**config.mk**
```make
export PLATFORM = sky130hd
export DESIGN_NAME = mm_tcdm_arbiter
export DESIGN_NICKNAME = d
export VERILOG_FILES = /design/src/source/mm_pkg.sv /design/src/source/mm_tcdm_arbiter.sv
export SDC_FILE = /design/constraint.sdc
export NUM_CORES = 1
export LEC_CHECK = 0
export BUFFER_PORTS_ARGS = -buffer_cell sky130_fd_sc_hd__buf_2
export CAP_MARGIN = 30
export CORE_AREA = 2 2 88 90
export CTS_CLUSTER_SIZE = 28
export DETAILED_ROUTE_END_ITERATION = 8
export DIE_AREA = 0 0 90 92
export PLACE_DENSITY = 0.51
export SYNTH_ARGS = -nofsm -noshare
export SYNTH_HDL_FRONTEND = slang
export SYNTH_SLANG_ARGS = --single-unit
```
**constraint.sdc**
```tcl
create_clock -name clk_i -period 2 [get_ports clk_i]
set_clock_uncertainty 0.15 [all_clocks]
set_input_delay 0.4 -clock clk_i [delete_from_list [all_inputs] [get_ports clk_i]]
set_output_delay 0.4 -clock clk_i [all_outputs]
set_load 0.02 [all_outputs]
```
**src/source/mm_pkg.sv**
```systemverilog
// Shared widths, sizes and word types for the matrix-multiply complex
`default_nettype none

package mm_pkg;

  // Memory word and scratchpad address
  localparam int unsigned DataW = 32;
  localparam int unsigned AddrW = 8;

  // Operands are the signed low half of a word
  localparam int unsigned OpW = 16;

  // Dimension fields hold size minus one
  localparam int unsigned DimW = 2;
  localparam int unsigned MaxDim = 4;

  // Master 0 is the host, master 1 the engine
  localparam int unsigned NumMasters = 2;

  typedef logic [DataW-1:0] word_t;
  typedef logic [AddrW-1:0] addr_t;
  typedef logic [DimW-1:0] dim_t;

endpackage

`default_nettype wire

```
**src/source/mm_tcdm_arbiter.sv**
```systemverilog
// Round-robin arbiter placing two masters on the scratchpad port
`timescale 1ns/1ps
`default_nettype none

module mm_tcdm_arbiter
  import mm_pkg::*;
(
  input  logic                         clk_i,
  input  logic                         rst_ni,
  input  logic  [NumMasters-1:0]       req_i,
  input  logic  [NumMasters-1:0]       we_i,
  input  addr_t [NumMasters-1:0]       addr_i,
  input  word_t [NumMasters-1:0]       wdata_i,
  output logic  [NumMasters-1:0]       gnt_o,
  output logic  [NumMasters-1:0]       rvalid_o,
  output word_t [NumMasters-1:0]       rdata_o,
  output logic                         mem_req_o,
  output logic                         mem_we_o,
  output addr_t                        mem_addr_o,
  output word_t                        mem_wdata_o,
  input  word_t                        mem_rdata_i
);

  localparam int unsigned IdxW = $clog2(NumMasters);

  logic [IdxW-1:0] last_q;
  logic [IdxW-1:0] sel;
  logic [IdxW-1:0] owner_q;
  logic            rvalid_q;
  logic            any_req;

  assign any_req = |req_i;

  // Contention goes to the master that did not win last time
  always_comb begin
    if (req_i[0] && req_i[1]) begin
      sel = ~last_q;
    end else if (req_i[1]) begin
      sel = 1'b1;
    end else begin
      sel = 1'b0;
    end
  end

  assign mem_req_o   = any_req;
  assign mem_we_o    = we_i[sel];
  assign mem_addr_o  = addr_i[sel];
  assign mem_wdata_o = wdata_i[sel];

  always_comb begin
    for (int m = 0; m < NumMasters; m++) begin
      gnt_o[m]    = any_req && (sel == IdxW'(m));
      rvalid_o[m] = rvalid_q && (owner_q == IdxW'(m));
      rdata_o[m]  = mem_rdata_i;
    end
  end

  // Last winner starts on the engine so the host goes first
  always_ff @(posedge clk_i or negedge rst_ni) begin
    if (!rst_ni) begin
      last_q   <= 1'b1;
      owner_q  <= '0;
      rvalid_q <= 1'b0;
    end else begin
      rvalid_q <= any_req && !we_i[sel];
      if (any_req) begin
        last_q <= sel;
      end
      // Read owner steers next cycle's response
      if (any_req && !we_i[sel]) begin
        owner_q <= sel;
      end
    end
  end

endmodule

`default_nettype wire

```
# Yosys cells after proc, flatten, opt, wreduce, memory -nomap -nowiden
# Index checks and enable logic that the tools add are counted.
# totals
regBits	3
inputBits	118
wordCells	23
# classes
n_lt_le_gt_ge	1
muxes	8
bitwise	3
n_reduce_logical	8
# ops
cell	count
two-way mux 32 bit	2
two-way mux 8 bit	2
logical AND 1 bit	6
two-way mux 1 bit	4
NOT 1 bit	3
< comparator 1 x 2 -> 1 bit, second input constant	1
OR reduction 2 bit	1
zero test 1 bit	1

# Longest topological paths before layout
# depth
depth_word	6
ltp_mapped	4
depth_no_buf	3

# Worst setup path after synthesis
# OpenSTA, ideal clock, no wires.
# synth_timing
path_kind	input -> output
start	input req_i[1]
end	output mem_addr_o[4]
arrival_ps	1267
path_slack_ps	183
cell_stages	3
path_cell_list	a21boi_4 buf_4 mux2_1
# synth_via
elab_chain_cells	4
elab_cells_between_ends	5
# synth_lines
element	line_no	rtl
from (decl)	mm_tcdm_arbiter.sv:10	input logic [NumMasters-1:0] req_i,
two-way mux 1 bit or logical AND 1 bit (tied branches)	mm_tcdm_arbiter.sv:38, mm_tcdm_arbiter.sv:36	
two-way mux 1 bit (*)	mm_tcdm_arbiter.sv:36	if (req_i[0] && req_i[1]) begin
two-way mux 8 bit (implied by the code) (*) (2 in a row)	mm_tcdm_arbiter.sv:47	assign mem_addr_o = addr_i[sel];
to (decl)	mm_tcdm_arbiter.sv:19	output addr_t mem_addr_o,
# Every way passes the cells marked *; elsewhere a longest branch is shown, timed or not. The select of a mux whose other input is x is not followed.

# Worst setup path in the final report
# layout_timing
start	register last_q
end	output mem_wdata_o[13]
# layout_via
elab_chain_cells	4
# layout_lines
element	line_no	rtl
from (decl)	mm_tcdm_arbiter.sv:26	logic [IdxW-1:0] last_q;
from (signal assigned)	mm_tcdm_arbiter.sv:67	last_q <= sel;
NOT 1 bit	mm_tcdm_arbiter.sv:37	sel = ~last_q;
two-way mux 1 bit	mm_tcdm_arbiter.sv:36	
two-way mux 32 bit (implied by the code) (2 in a row)	mm_tcdm_arbiter.sv:48	assign mem_wdata_o = wdata_i[sel];
to (decl)	mm_tcdm_arbiter.sv:20	output word_t mem_wdata_o,
# Every way passes these cells. The select of a mux whose other input is x is not followed.

==> results.json <==
{
  "outcome": "complete, but fails checks",
  "violations": "negative setup slack",
  "io_pins": 228,
  "synth_seq_area_share_pct": 6.61,
  "cp-start-kind": "flip-flop",
  "final_cell_mix": "buf_2 (130), mux2_2 (38), inv_1 (5)",
  "syn_area_mm2": 0.00115,
  "path_clk_slew_ns": 0.03,
  "placed_cells": 298,
  "synth.area.mux_share_pct": 40.0,
  "fin_crit_sh_pct": 103,
  "cts_tree": "yes",
  "setup_slack_ns": -0.0681,
  "place_congestion": 0.642,
  "leakage_nw": 0.819,
  "synth_area_per_cell_um2": 8.95,
  "cts_sinks": 3,
  "start_util_pct": 15.5,
  "antenna_cells": 0,
  "hold_ws_ns": 0.259,
  "ir_drop_v": 0.000168,
  "grt_overflow": 0,
  "p_per_area_mw_per_mm2": 461,
  "chipWidth_um": 90,
  "cp-startpoint": "last_q$_DFFE_PN1N_",
  "grt_pass1_wl_um": 5130,
  "drv_slew": 0,
  "drt-initial-drc-count": 7,
  "antenna_found_initial": 0,
  "nNetsFinal": 321,
  "fmax_mhz": 484,
  "vias": 1080,
  "clockBufferDepth": 2,
  "fin_cells": 304,
  "dp_slack_ns": -0.0208,
  "synthXorXnorAreaFrac_pct": 0,
  "fin_area_mm2": 0.00153,
  "yosys.area_share.adder_pct": 0,
  "synth_cells": 129,
  "min_from": "we_i[0]",
  "die_h_um": 92,
  "syn_to_final_growth_pct": 32.6,
  "regToRegSetupSlack_ns": 0.77,
  "synth_compound_area_share_pct": 4.23,
  "ctsRootBufferMaster": "clkbuf_8",
  "via_per_inst": 3.55,
  "fillCellCount": 844,
  "yosysWarnings": 0,
  "synth_nets": 247,
  "place_area_mm2": 0.00146,
  "synth-simple-area-share_pct": 2.71,
  "worstPathArrival_ns": 1.52,
  "synth_top_family_by_area": "buffers and inverters",
  "slew_headroom_pct": 77.8,
  "rr_startpoint": "last_q$_DFFE_PN1N_",
  "drive_gt1_share_pct": 88.6,
  "min_period_ns": 2.07,
  "critical_path_class": "reg -> out",
  "htreeDepth": 1,
  "cts_made_buffers": 3,
  "die-area_mm2": 0.00828,
  "drc": 0,
  "maxCapViolations": 0,
  "worstSkewPairLatency_ns": 0.21,
  "dp_hpwl_um": 3130,
  "rsz0062_at_grt": "yes",
  "core_area_mm2": 0.00745,
  "cp.required_ns": 1.45,
  "drtAntennaViolNets": 0,
  "end_kind": "primary output",
  "hold_path.class": "in -> reg",
  "final_common_cell": "buf_2",
  "worst_pin_slew_ns": 0.329,
  "wl_um": 3620,
  "post_drt_wl_per_cell_um": 11.9,
  "hold_viol_final": 0,
  "synth-seq-cells": 3,
  "yosysUniqueCellTypes": 18,
  "grt.total_usage_pct": 7.71,
  "io_buffer_count": 131,
  "grt_max_degree": 32,
  "row_count": 32,
  "setup-violations-final": 37,
  "first_global_vias": 1055,
  "drt_pre_antenna_iters": 4,
  "critPathMaxFanout": 31
}
## worst paths after layout
| kind | to | depth (start not counted) |
|---|---|---|
| setup / recovery | mem_wdata_o[13] | 4 |
| hold / removal | rvalid_q$_DFF_PN0_ | 2 |
| setup reg to reg | rvalid_q$_DFF_PN0_ | 4 |
| hold reg to reg | owner_q$_DFFE_PN0P_ | 2 |
| max in group asynchronous | last_q$_DFFE_PN1N_ | 2 |
| min in group asynchronous | owner_q$_DFFE_PN0P_ | 2 |
## per-stage QoR
step | util (%) | setup TNS, ns | total power, W
after global routing | 20.6 | -4.61 | 0.000750
after floorplan | - | 0 | 0.000536
after CTS | 20.5 | -2.19 | 0.000714
after global placement | 19.6 | -0.00398 | 0.000522
after detailed placement | 19.6 | -0.0528 | 0.000527
final | 20.6 | -1.71 | 0.000706
## sequential cells by signal, summed over array words and instances (netlist names)
name / cells
rvalid_q: 1
last_q: 1
owner_q: 1
## synthesized netlist by cell type
cell / n / area share, %
a21boi_4: 1 / 1.6
a21oi_1: 1 / 0.43
and2_1: 1 / 0.54
buf_4: 66 / 43
buf_6: 2 / 2.0
dfrtp_1: 2 / 4.3
dfstp_2: 1 / 2.3
inv_1: 5 / 1.6
mux2_1: 3 / 2.9
mux2_2: 38 / 37
nand2_1: 1 / 0.32
nand2b_1: 1 / 0.54
nand3_1: 1 / 0.43
nor2_1: 1 / 0.32
nor2b_1: 1 / 0.54
o21ai_0: 2 / 0.87
o22ai_1: 1 / 0.54
o311ai_0: 1 / 0.76
## cell families after synthesis
family          count (synthesis)
flops                           3
compound gates                  6
mux                            41
simple gates                    6
buf+inv                        73
## cell type report
type	count	area [um^2]	area share [%]
repair buffers	137	722	47.1
multi-input cells	53	542	35.4
clock buffers	4	45.0	2.94
well taps	102	128	8.33
flip-flops and latches	3	76.3	4.98
inverters	5	18.8	1.23
## timing repair
action | in CTS | in global routing
endpoints found under the setup margin | 41 | 41
buffers inserted | 1 | 0
hold buffers | 1 | 0
endpoints found under the hold margin | 3 | 0
gates resized for setup | 1 | 1
## routing by layer
metal / global-route usage (%) / wire length, um / vias up
li1: - / - / 512
met1: 7.27 / 1190 / 455
met2: 13.2 / 1740 / 83
met3: 3.45 / 496 / 30
met4: 5.77 / 193 / 0
met5: 0 / 0 / -
## report_power, final
part / internal, W / switching, W
Clock: 0.000136 / 0.0000397
Sequential: 0.0000724 / 0.00000780
Combinational: 0.000222 / 0.000228
Total: 0.000430 / 0.000276
## critical path, cell delays in order (launching register included)
cell and delay [ns]:
dfstp_2 0.38, a21boi_4 0.17, buf_12 0.21, mux2_2 0.36, buf_2 0.16
No activity file was read; power rests on OpenSTA's default activity.
