`src/source/mm_pkg.sv`:
```
// Shared widths, sizes and word types for the matrix-multiply complex
`default_nettype none

package mm_pkg;

  // Memory word and scratchpad address
  localparam int unsigned DataW = 32;
  localparam int unsigned AddrW = 8;

  // Operands are the signed low half of a word
  localparam int unsigned OpW = 16;

  // Dimension fields hold size minus one
  localparam int unsigned DimW = 2;
  localparam int unsigned MaxDim = 4;

  // Master 0 is the host, master 1 the engine
  localparam int unsigned NumMasters = 2;

  typedef logic [DataW-1:0] word_t;
  typedef logic [AddrW-1:0] addr_t;
  typedef logic [DimW-1:0] dim_t;

endpackage

`default_nettype wire

```
`src/source/mm_engine.sv`:
```
// Matrix-multiply engine computing Z = X*W through one scratchpad port
`timescale 1ns/1ps
`default_nettype none

module mm_engine
  import mm_pkg::*;
(
  input  logic  clk_i,
  input  logic  rst_ni,
  input  logic  en_i,
  input  logic  start_i,
  input  addr_t x_addr_i,
  input  addr_t w_addr_i,
  input  addr_t z_addr_i,
  input  dim_t  m_i,
  input  dim_t  k_i,
  input  dim_t  n_i,
  output logic  busy_o,
  output logic  evt_o,
  output logic  mem_req_o,
  output logic  mem_we_o,
  output addr_t mem_addr_o,
  output word_t mem_wdata_o,
  input  logic  mem_gnt_i,
  input  logic  mem_rvalid_i,
  input  word_t mem_rdata_i
);

  localparam int unsigned CntW = $clog2(MaxDim);

  typedef enum logic [2:0] {
    StIdle,
    StReadX,
    StWaitX,
    StReadW,
    StWaitW,
    StWriteZ
  } state_e;

  state_e state_q, state_d;

  // Loop counters and control flags
  logic [CntW-1:0] i_q, j_q, p_q;
  logic            last_i, last_j, last_p;
  logic            pend_q;
  logic            evt_q;
  logic            req_state;
  logic            accept;

  // Latched job description
  addr_t x_base_q, w_base_q, z_base_q;
  dim_t  m_q, k_q, n_q;
  addr_t k_len, n_len;

  // Datapath
  logic signed [OpW-1:0]   x_op_q;
  logic signed [OpW-1:0]   w_op;
  logic signed [2*OpW-1:0] prod;
  word_t                   acc_q;
  word_t                   acc_sum;

  assign accept = (state_q == StIdle) && start_i;

  assign last_i = (i_q == CntW'(m_q));
  assign last_j = (j_q == CntW'(n_q));
  assign last_p = (p_q == CntW'(k_q));

  assign k_len = addr_t'(k_q) + addr_t'(1);
  assign n_len = addr_t'(n_q) + addr_t'(1);

  // Sign-extended 16x16 product, sum wraps at 32 bits
  assign w_op    = mem_rdata_i[OpW-1:0];
  assign prod    = x_op_q * w_op;
  assign acc_sum = acc_q + word_t'(prod);

  always_comb begin
    state_d = state_q;
    unique case (state_q)
      StIdle: begin
        if (start_i) begin
          state_d = StReadX;
        end
      end
      StReadX: begin
        if (mem_gnt_i) begin
          state_d = StWaitX;
        end
      end
      StWaitX: begin
        if (mem_rvalid_i) begin
          state_d = StReadW;
        end
      end
      StReadW: begin
        if (mem_gnt_i) begin
          state_d = StWaitW;
        end
      end
      StWaitW: begin
        if (mem_rvalid_i) begin
          state_d = last_p ? StWriteZ : StReadX;
        end
      end
      StWriteZ: begin
        if (mem_gnt_i) begin
          state_d = (last_i && last_j) ? StIdle : StReadX;
        end
      end
      default: state_d = StIdle;
    endcase
  end

  // A fresh request needs the enable, a pending one stays up until granted
  assign req_state = (state_q == StReadX) || (state_q == StReadW) ||
                     (state_q == StWriteZ);
  assign mem_req_o = req_state && (en_i || pend_q);
  assign mem_we_o  = (state_q == StWriteZ);

  always_comb begin
    unique case (state_q)
      StReadW:  mem_addr_o = w_base_q + addr_t'(p_q) * n_len + addr_t'(j_q);
      StWriteZ: mem_addr_o = z_base_q + addr_t'(i_q) * n_len + addr_t'(j_q);
      default:  mem_addr_o = x_base_q + addr_t'(i_q) * k_len + addr_t'(p_q);
    endcase
  end

  assign mem_wdata_o = acc_q;

  always_ff @(posedge clk_i or negedge rst_ni) begin
    if (!rst_ni) begin
      state_q <= StIdle;
      pend_q  <= 1'b0;
      evt_q   <= 1'b0;
      i_q     <= '0;
      j_q     <= '0;
      p_q     <= '0;
    end else begin
      state_q <= state_d;
      pend_q  <= mem_req_o && !mem_gnt_i;
      evt_q   <= (state_q == StWriteZ) && mem_gnt_i && last_i && last_j;
      if (accept) begin
        i_q <= '0;
        j_q <= '0;
        p_q <= '0;
      end else if ((state_q == StWaitW) && mem_rvalid_i && !last_p) begin
        p_q <= p_q + 1'b1;
      end else if ((state_q == StWriteZ) && mem_gnt_i) begin
        // Next column, or first column of the next row
        p_q <= '0;
        if (last_j) begin
          j_q <= '0;
          i_q <= i_q + 1'b1;
        end else begin
          j_q <= j_q + 1'b1;
        end
      end
    end
  end

  always_ff @(posedge clk_i) begin
    if (accept) begin
      x_base_q <= x_addr_i;
      w_base_q <= w_addr_i;
      z_base_q <= z_addr_i;
      m_q      <= m_i;
      k_q      <= k_i;
      n_q      <= n_i;
      acc_q    <= '0;
    end
    if ((state_q == StWaitX) && mem_rvalid_i) begin
      x_op_q <= mem_rdata_i[OpW-1:0];
    end
    if ((state_q == StWaitW) && mem_rvalid_i) begin
      acc_q <= acc_sum;
    end
    // Fresh sum for the next Z element
    if ((state_q == StWriteZ) && mem_gnt_i) begin
      acc_q <= '0;
    end
  end

  assign busy_o = (state_q != StIdle);
  assign evt_o  = evt_q;

endmodule

`default_nettype wire

```
`config.mk`:
```
export PLATFORM = sky130hd
export DESIGN_NAME = mm_engine
export DESIGN_NICKNAME = d
export VERILOG_FILES = /design/src/source/mm_pkg.sv /design/src/source/mm_engine.sv
export SDC_FILE = /design/constraint.sdc
export NUM_CORES = 1
export LEC_CHECK = 0
export BUFFER_PORTS_ARGS = -buffer_cell sky130_fd_sc_hd__buf_2
export CORE_MARGIN = 2
export CORE_UTILIZATION = 64
export CTS_CLUSTER_SIZE = 20
export DETAILED_ROUTE_END_ITERATION = 10
export GPL_ROUTABILITY_DRIVEN = 1
export GPL_TIMING_DRIVEN = 0
export PLACE_DENSITY = 0.84
export SLEW_MARGIN = 20
export SYNTH_ARGS = -nofsm -noshare
export SYNTH_HDL_FRONTEND = slang
export SYNTH_SLANG_ARGS = --single-unit
```
`constraint.sdc`:
```
create_clock -name clk_i -period 8 [get_ports clk_i]
set_input_delay 0.8 -clock clk_i [delete_from_list [all_inputs] [get_ports clk_i]]
set_output_delay 0.8 -clock clk_i [all_outputs]
set_load 0.03 [all_outputs]
```
# Yosys cells after proc, flatten, opt, wreduce, memory -nomap -nowiden
# Index checks and enable logic that the tools add are counted.
# classes
addsub	12
n_mul	4
div	0
magnitude_cmp	0
n_eq_ne	15
shifts	0
muxes	23
n_bitwise	0
reduce_logical	24
# op_table
operator	count
$mux 32	2
$add 32x32->32	1
$mul 16x16->32	1
$add 8x2->8	3
$add 8x5->8	3
$mux 2	11
$mux 3	7
$pmux 3 s6	1
$pmux 8 s2	1
$mul 2x3->5	3
$ne 2x2->1 const B	6
$logic_and 1x1->1	10
$add 2x1->2 const B	3
$add 2x1->3 const B	2
$eq 2x2->1	3
$eq 3x2->1 const B	2
$eq 3x3->1 const B	2
$reduce_and 6->1	1
$reduce_bool 2->1	3
$reduce_bool 3->1	2
$eq 3x1->1 const B	1
$logic_not 3->1	1
$logic_or 1x1->1	3
$reduce_and 3->1	1
4 further kinds	5
# totals
regBits	89
latch_bits	0
mem_bits_rw	0
mem_bits_ro	0
inputBits	68
wordCells	92
n_memories	0

# Depth between registers and ports, before layout
# Gate-level depths: netlist of the first run.
# depth
ltp_word	5
mapped_depth	24
mapped_depth_nobuf	23

# Worst setup path before layout of the first run
# Ideal clock, no wire load.
# synth_timing
path_kind	input to register
from	input port mem_rdata_i[1]
to	register acc_q[29] (netlist: mem_wdata_o[29])
setup_time_ps	86
arrival_time_ps	6403
slack_ps	1511
stages	22
n_path_buf	1
path_cell_list	clkbuf_1 > nand2_1 > inv_1 > fa_1 > inv_1 > fa_1 > inv_1 > fa_1 > fa_1 > fa_1 > inv_1 > fa_1 > inv_1 > ha_1 > a21oi_1 > o21ai_0 > a21o_1 > a211o_1 > o22ai_2 > o21ai_2 > xnor2_1 > a211oi_1
# synth_between
elab_chain_cells	3
# synth_rtl
item	line	source
start: declaration	mm_engine.sv:26	input word_t mem_rdata_i
$mul 16x16->32	mm_engine.sv:73	assign prod = x_op_q * w_op;
$add 32x32->32	mm_engine.sv:74	assign acc_sum = acc_q + word_t'(prod);
$mux 32	mm_engine.sv:173	if ((state_q == StWaitW) && mem_rvalid_i) begin
end signal: assignment	mm_engine.sv:174	acc_q <= acc_sum;
end: declaration	mm_engine.sv:59	word_t acc_q;
# No other way between the ends.
# A chain may end at the register's enable or synchronous reset.

# Worst setup path after layout of the first run
# Ends and elaborated chain as after synthesis.

==> results of run 1 <==
[area by class of cell]
cell class / instances / area (um2) / area share, %
Timing Repair Buffer: 96 / 483 / 2.94
Clock buffer: 9 / 225 / 1.37
Buffer: 51 / 194 / 1.18
Multi-Input combinational cell: 1072 / 11400 / 69.2
Inverter: 368 / 1380 / 8.42
Sequential cell: 89 / 2300 / 14.0
Clock inverter: 7 / 81.3 / 0.496
Tap cell: 319 / 399 / 2.43
[how the worst min path moves through the flow]
stage	slack [ps]	depth (start not counted)	startpoint	to
floorplan	500	0	rst_ni	evt_o$_DFF_PN0_
global placement	480	2	mem_wdata_o[28]$_SDFFE_PP0P_	mem_wdata_o[28]$_SDFFE_PP0P_
detailed placement	480	2	mem_wdata_o[28]$_SDFFE_PP0P_	mem_wdata_o[28]$_SDFFE_PP0P_
CTS	310	1	rst_ni	evt_o$_DFF_PN0_
global route	330	1	rst_ni	evt_o$_DFF_PN0_
finish	310	1	rst_ni	state_q[0]$_DFFE_PN0P_
[critical path, delay by kind of cell]
kind                       cells  cell delay, ps
adders and majority gates      7            3630
buffers and inverters          7            1000
xor gates and xnor gates       1             150
and+or+nand+nor                1             230
AOI/OAI and AO/OA              7            1550
[per-stage QoR]
stage / setup slack (ps) / instances
after global routing: 647 / 2011
final: 905 / 2011
after global placement: 706 / 1994
after floorplan: 1510 / 1580
after detailed placement: 628 / 1995
after CTS: 964 / 2011
[routing by layer]
| metal | vias up | track usage, % | wire length (um) | part of all wire [%] |
|---|---|---|---|---|
| li1 | 5019 | - | - | - |
| met1 | 5527 | 44.4 | 15300 | 41 |
| met2 | 504 | 52.1 | 17600 | 47 |
| met3 | 95 | 6.82 | 3120 | 8.3 |
| met4 | 0 | 11.3 | 1350 | 3.6 |
| met5 | - | 0 | 0 | 0 |
[flip-flops by register name (all words and copies together) (netlist names)]
signal / cells
m_q: 2
n_q: 2
state_q: 3
pend_q: 1
x_base_q: 8
mem_wdata_o: 32
k_q: 2
x_op_q: 16
w_base_q: 8
i_q: 2
j_q: 2
z_base_q: 8
evt_o: 1
p_q: 2
[cells by family (layout without fill, tap and decap cells)]
kind of cell / count (synthesis) / in the layout / share of synthesized area [%]
compound gates: 155 / 155 / 6.54
simple gates: 419 / 419 / 13.5
buf+inv: 419 / 531 / 10.4
mux: 2 / 2 / 0.132
xor+xnor: 59 / 59 / 3.40
flops: 89 / 89 / 15.1
fa+ha+maj: 437 / 437 / 51.0
[cell usage in the layout (no fill, tap or decap), types with 11 or more instances in the layout]
cell	instances
nor2b_1	12
nand2b_1	12
nand3_1	22
clkbuf_1	46
edfxtp_1	46
xor2_1	24
dfxtp_1	32
a21o_1	16
nand2_1	174
o21ai_0	25
and2_1	127
xnor2_1	35
nor2_1	44
buf_2	96
inv_1	367
a21oi_1	52
a211oi_1	12
ha_1	133
dfrtp_1	11
fa_1	304
==> results.md, run 1 <==
* Synth warn at 0
* Setup crit start kind: input pin
* Skew-Pair Late Insertion Delay at 370 ps
* Required @ worst endpoint at 8270 ps
* Worst-path cell chain: buf_2 > clkbuf_1 > nand2_1 > inv_1 > fa_1 > inv_1 > fa_1 > inv_1 > fa_1 > fa_1 > fa_1 > inv_1 > fa_1 > inv_1 > ha_1 > a21oi_1 > o21ai_0 > a21o_1 > a211o_1 > o22ai_2 > o21ai_2 > xnor2_1 > a211oi_1
* Die outline width at 158 um
* Post-DP Area at 16100 um2
* Final hold vios at 0
* Setup Viol. Count Final at 0
* Top-count cell post-synth: inv_1
* Clk slew on worst S/H paths at 70 ps
* Syn Std Cell Area at 15200 um2
* Total wire length at 37400 um
* Routed WL per cell at 18.6 um
* Final antenna-violating net count at 0
* Via density per instance at 5.54
* Cts bufs inserted at 9
* Final Util at 70.1%
* Post-CTS Hold Buffers at 0
* Reg2reg path depth at 22
* Clock buffer depth at 2
* Area growth syn-to-layout at 7.91%
* Post-Syn Instances at 1580
* CTS tree: built
* Yosys cell types at 56
* ANT cells at 0
* Fin. max-slew vios at 0
* Critical Path Sink: mem_wdata_o[29]$_SDFFE_PP0P_
* Rel. slew slack at 42.8%
* Largest net degree at the start of global routing at 36
* Yosys reg bits at 89
* GRT Residual Overflow at 0
* Share of cells above drive strength 1 at 7.27%
* Dpl hpwl at 31700 um
* Setup TNS at 0 ps
* EDFF count, synth at 46
* # nets final at 2192
* Syn avg cell area at 9.63 um2
* Vias in the first global route at 12.0k
* Final min period at 7100 ps
* R2R Path Start: x_op_q[15]$_DFFE_PP_
* Max H-tree Level at 3
* Max Clock Freq at 141 MHz
* CORE AREA at 23400 um2
* Port bufs at 95
* RSZ-0062 raised after global routing: no
* Setup bufs post-CTS at 0
* Outcome: complete, no violations
* Max Cap Viol at 0
* Final GP Congestion at 0.931
* Top-area cell type share of the netlist area at 40.0%
* Hold WS at 306 ps
* Iter 0 DRT Violations at 748
* Vias post-DR at 11.1k
* Synth Net Count at 2085
* Crit-path most repeated cell: fa_1
* Die H at 158 um
* Area of the die at 25000 um2
* Critical path class: in -> reg
* Post-CTS resize count at 0
* Global-route wire length before repair at 61700 um
* Cell row count at 56
* Actual slew at the worst max-slew pin at 854 ps
* Ranking of synthesized cells by instance count: inv_1, fa_1, nand2_1
* Worst EP arrival at 7370 ps
* Top_reg_cell synth: edfxtp_1
* R2R setup slack at 950 ps
* Top Ports at 112
* Worst Setup End Kind: register
* Class of the worst hold path: in -> async
* Finished Cell Area at 16400 um2
* Critical path's largest stage delay at 740 ps
* Clk sinks at 89
* CP startpoint: mem_rdata_i[1]
* Max FO, Critical Path at 10
* Initial antenna violation count at 0
* Top post-synthesis cells by area: fa_1, ha_1, edfxtp_1
* Asr flop ratio synth at 12.4%
* Starting Density at 65.0%
* Crit share post-route at 88.7%
* Final Skew at 12.3 ps
* Register area share after synthesis at 15.1%
* Total iterations of the first detailed-routing run at 8
* Worst R2R End: mem_wdata_o[29]$_SDFFE_PP0P_
* GRT Total Usage at 32.5%
* Leading area contributor after synthesis: fa_1
* Worst path slowest cell: fa_1
* CTS root buffer: clkbuf_16
* Fillers at 1778
* DR DRC count at 0
Power of run 1 is not shown: default switching activity piles up to over one toggle a cycle in this logic, so the estimate is an artifact.
==> inputs of run 2 (changes only) <==
--- a/config.mk
+++ b/config.mk
@@ -7,12 +7,11 @@
 export LEC_CHECK = 0
 export BUFFER_PORTS_ARGS = -buffer_cell sky130_fd_sc_hd__buf_2
 export CORE_MARGIN = 2
-export CORE_UTILIZATION = 64
+export CORE_UTILIZATION = 45
 export CTS_CLUSTER_SIZE = 20
 export DETAILED_ROUTE_END_ITERATION = 10
 export GPL_ROUTABILITY_DRIVEN = 1
 export GPL_TIMING_DRIVEN = 0
-export PLACE_DENSITY = 0.84
 export SLEW_MARGIN = 20
 export SYNTH_ARGS = -nofsm -noshare
 export SYNTH_HDL_FRONTEND = slang
==> run 2 against run 1 <==
- design area grew 1.2%
- global-route usage decreased by 8.8 points
- non-clock buffer count up 1
- first-iteration DRC count decreased by 17%
- critical endpoint unchanged
- die area rose by 41%
- utilization fell by 20 points
- fmax is 0.87% lower
- sequential share of layout area shrank 0.17 points
- wire length grew 3.9%
- setup slack got worse by 63 ps
==> results.md, run 2 (synthesized netlist as in run 1, its figures left out) <==
* ANT cells at 0 (unchanged)
* # nets final at 2193 (+0.046%)
* Worst-path cell chain: buf_2 > clkbuf_1 > nand2_1 > inv_1 > fa_1 > inv_1 > fa_1 > inv_1 > fa_1 > fa_1 > fa_1 > inv_1 > fa_1 > inv_1 > ha_1 > and4_1 > nand4_1 > a21o_1 > a31oi_1 > o22ai_2 > o21ai_2 > xnor2_1 > a211oi_1
* RSZ-0062 raised after global routing: no
* Critical path's largest stage delay at 740 ps (about the same)
* Post-DP Area at 16300 um2 (+1.1%)
* Share of cells above drive strength 1 at 7.32% (+0.055 points)
* Final GP Congestion at 0.895 (-3.9%)
* Top cell family by delay on the critical path: adder cells
* Die H at 188 um (+19%)
* Final hold vios at 0 (unchanged)
* DR DRC count at 0 (unchanged)
* Setup Viol. Count Final at 0 (unchanged)
* Crit share post-route at 89.5% (+0.78 points)
* Max reg flops at 32 (unchanged)
* Critical path class: in -> reg
* Total iterations of the first detailed-routing run at 5 (-3)
* Worst path slowest cell: fa_1
* WP buf/inv at 7 (unchanged)
* Worst Setup End Kind: register
* Global-route wire length before repair at 64300 um (+4.2%)
* Crit-path most repeated cell: fa_1
* Clk sinks at 89 (unchanged)
* Via density per instance at 5.00 (-9.8%)
* Max H-tree Level at 3 (unchanged)
* Worst EP arrival at 7420 ps (+50 ps)
* CORE AREA at 33400 um2 (+43%)
* Required @ worst endpoint at 8260 ps (about the same)
* Max Clock Freq at 140 MHz (-0.87%)
* Total wire length at 38900 um (+3.9%)
* CP startpoint: mem_rdata_i[1]
* Fin. max-slew vios at 0 (unchanged)
* Initial antenna violation count at 0 (unchanged)
* Class of the worst hold path: in -> async
* Cell row count at 67 (+20%)
* Max Cap Viol at 0 (unchanged)
* Actual slew at the worst max-slew pin at 865 ps (+11.2 ps)
* Area growth syn-to-layout at 9.25%
* Outcome: complete, no violations
* Top Ports at 112 (unchanged)
* Skew-Pair Late Insertion Delay at 360 ps (about the same)
* Area of the die at 35300 um2 (+41%)
* Port bufs at 95 (unchanged)
* Final antenna-violating net count at 0 (unchanged)
* Dpl hpwl at 33100 um (+4.3%)
* Post-CTS resize count at 0 (unchanged)
* Clk slew on worst S/H paths at 70 ps (about the same)
* CTS root buffer: clkbuf_16
* Vias post-DR at 10.7k (-4.0%)
* Commonest non-fill, non-tap cell in the layout: inv_1
* CTS tree: built
* Iter 0 DRT Violations at 618 (-17%)
* Setup crit start kind: input pin
* Starting Density at 45.6% (-19 points)
* Rel. slew slack at 42.0% (-0.75 points)
* Max FO, Critical Path at 10 (unchanged)
* Hold WS at 310 ps (+4.22 ps)
* Clock buffer depth at 2 (unchanged)
* R2R Path Start: x_op_q[15]$_DFFE_PP_
* Cell Count, Final, Fillers Out at 2141 (+6.5%)
* Final min period at 7160 ps (+62.5 ps)
* Setup TNS at 0 ps (unchanged)
* Largest net degree at the start of global routing at 36 (unchanged)
* GRT Total Usage at 23.7% (-8.8 points)
* Cell Count Post-Placement at 2125 (+6.5%)
* Post-CTS Hold Buffers at 0 (unchanged)
* Most frequent cells in the layout: inv_1, fa_1, nand2_1
* Finished Cell Area at 16600 um2 (+1.2%)
* Final Skew at 16.8 ps (+4.56 ps)
* Cts bufs inserted at 9 (unchanged)
* Setup bufs post-CTS at 0 (unchanged)
* GRT Residual Overflow at 0 (unchanged)
* Fillers at 3204 (+80%)
* Die outline width at 188 um (+19%)
* Vias in the first global route at 11.6k (-3.6%)
* Routed WL per cell at 18.2 um (-2.4%)
-- run 2: changes by cell type in the layout (fill, tap and decap cells not counted) --
cell	before	now
bufinv_16	0	2
clkinv_4	2	0
inv_8	2	1
clkinvlp_4	0	2
inv_12	1	0
buf_6	0	1
-- run 2: path summary, 6_finish.rpt --
path / slack (ps) / cells past startpoint / end
setup / recovery: 840 / 23 / mem_wdata_o[29]$_SDFFE_PP0P_
hold / removal: 310 / 1 / evt_o$_DFF_PN0_
setup reg to reg: 870 / 22 / mem_wdata_o[29]$_SDFFE_PP0P_
hold reg to reg: 510 / 2 / mem_wdata_o[1]$_SDFFE_PP0P_
max in group asynchronous: 7460 / 1 / state_q[0]$_DFFE_PN0P_
min in group clk_i: 510 / 2 / mem_wdata_o[1]$_SDFFE_PP0P_
-- run 2: area by class of cell --
class                      instances  area (um2)  share of cell area, %
tap                              448         561                   3.37
sequential                        89        2300                   13.8
clock inverter                     7         111                  0.670
timing repair buffer              97         494                   2.97
clock buffer                       9         225                   1.36
buffer                            51         194                   1.17
inverter                         368        1380                   8.31
multi-input combinational       1072       11400                   68.3
-- run 2: layer usage --
layer	global-route usage [%]	vias to the layer above	share of wire [%]
li1	-	5023	-
met1	34.1	5385	46
met2	38.4	256	47
met3	2.98	38	5.1
met4	5.57	0	1.8
met5	0	-	0
-- run 2: worst reg2reg max path: cells and delay by family (launching register included) --
| family | cells | cell delay (ps) |
|---|---|---|
| flip-flops | 1 | 520 |
| AND/OR/NAND/NOR | 3 | 690 |
| buffers and inverters | 6 | 910 |
| AO/OA/AOI/OAI | 5 | 1110 |
| XOR/XNOR | 1 | 90 |
| adder cells (fa/ha/maj) | 7 | 3690 |
-- run 2: metrics by stage --
stage	utilization (%)	worst slack (ps)
final	49.8	842
after global placement	48.7	587
after global routing	49.8	425
after detailed placement	48.8	500
after floorplan	-	1510
after CTS	49.8	805
Power of run 2 is left out for the same reason.
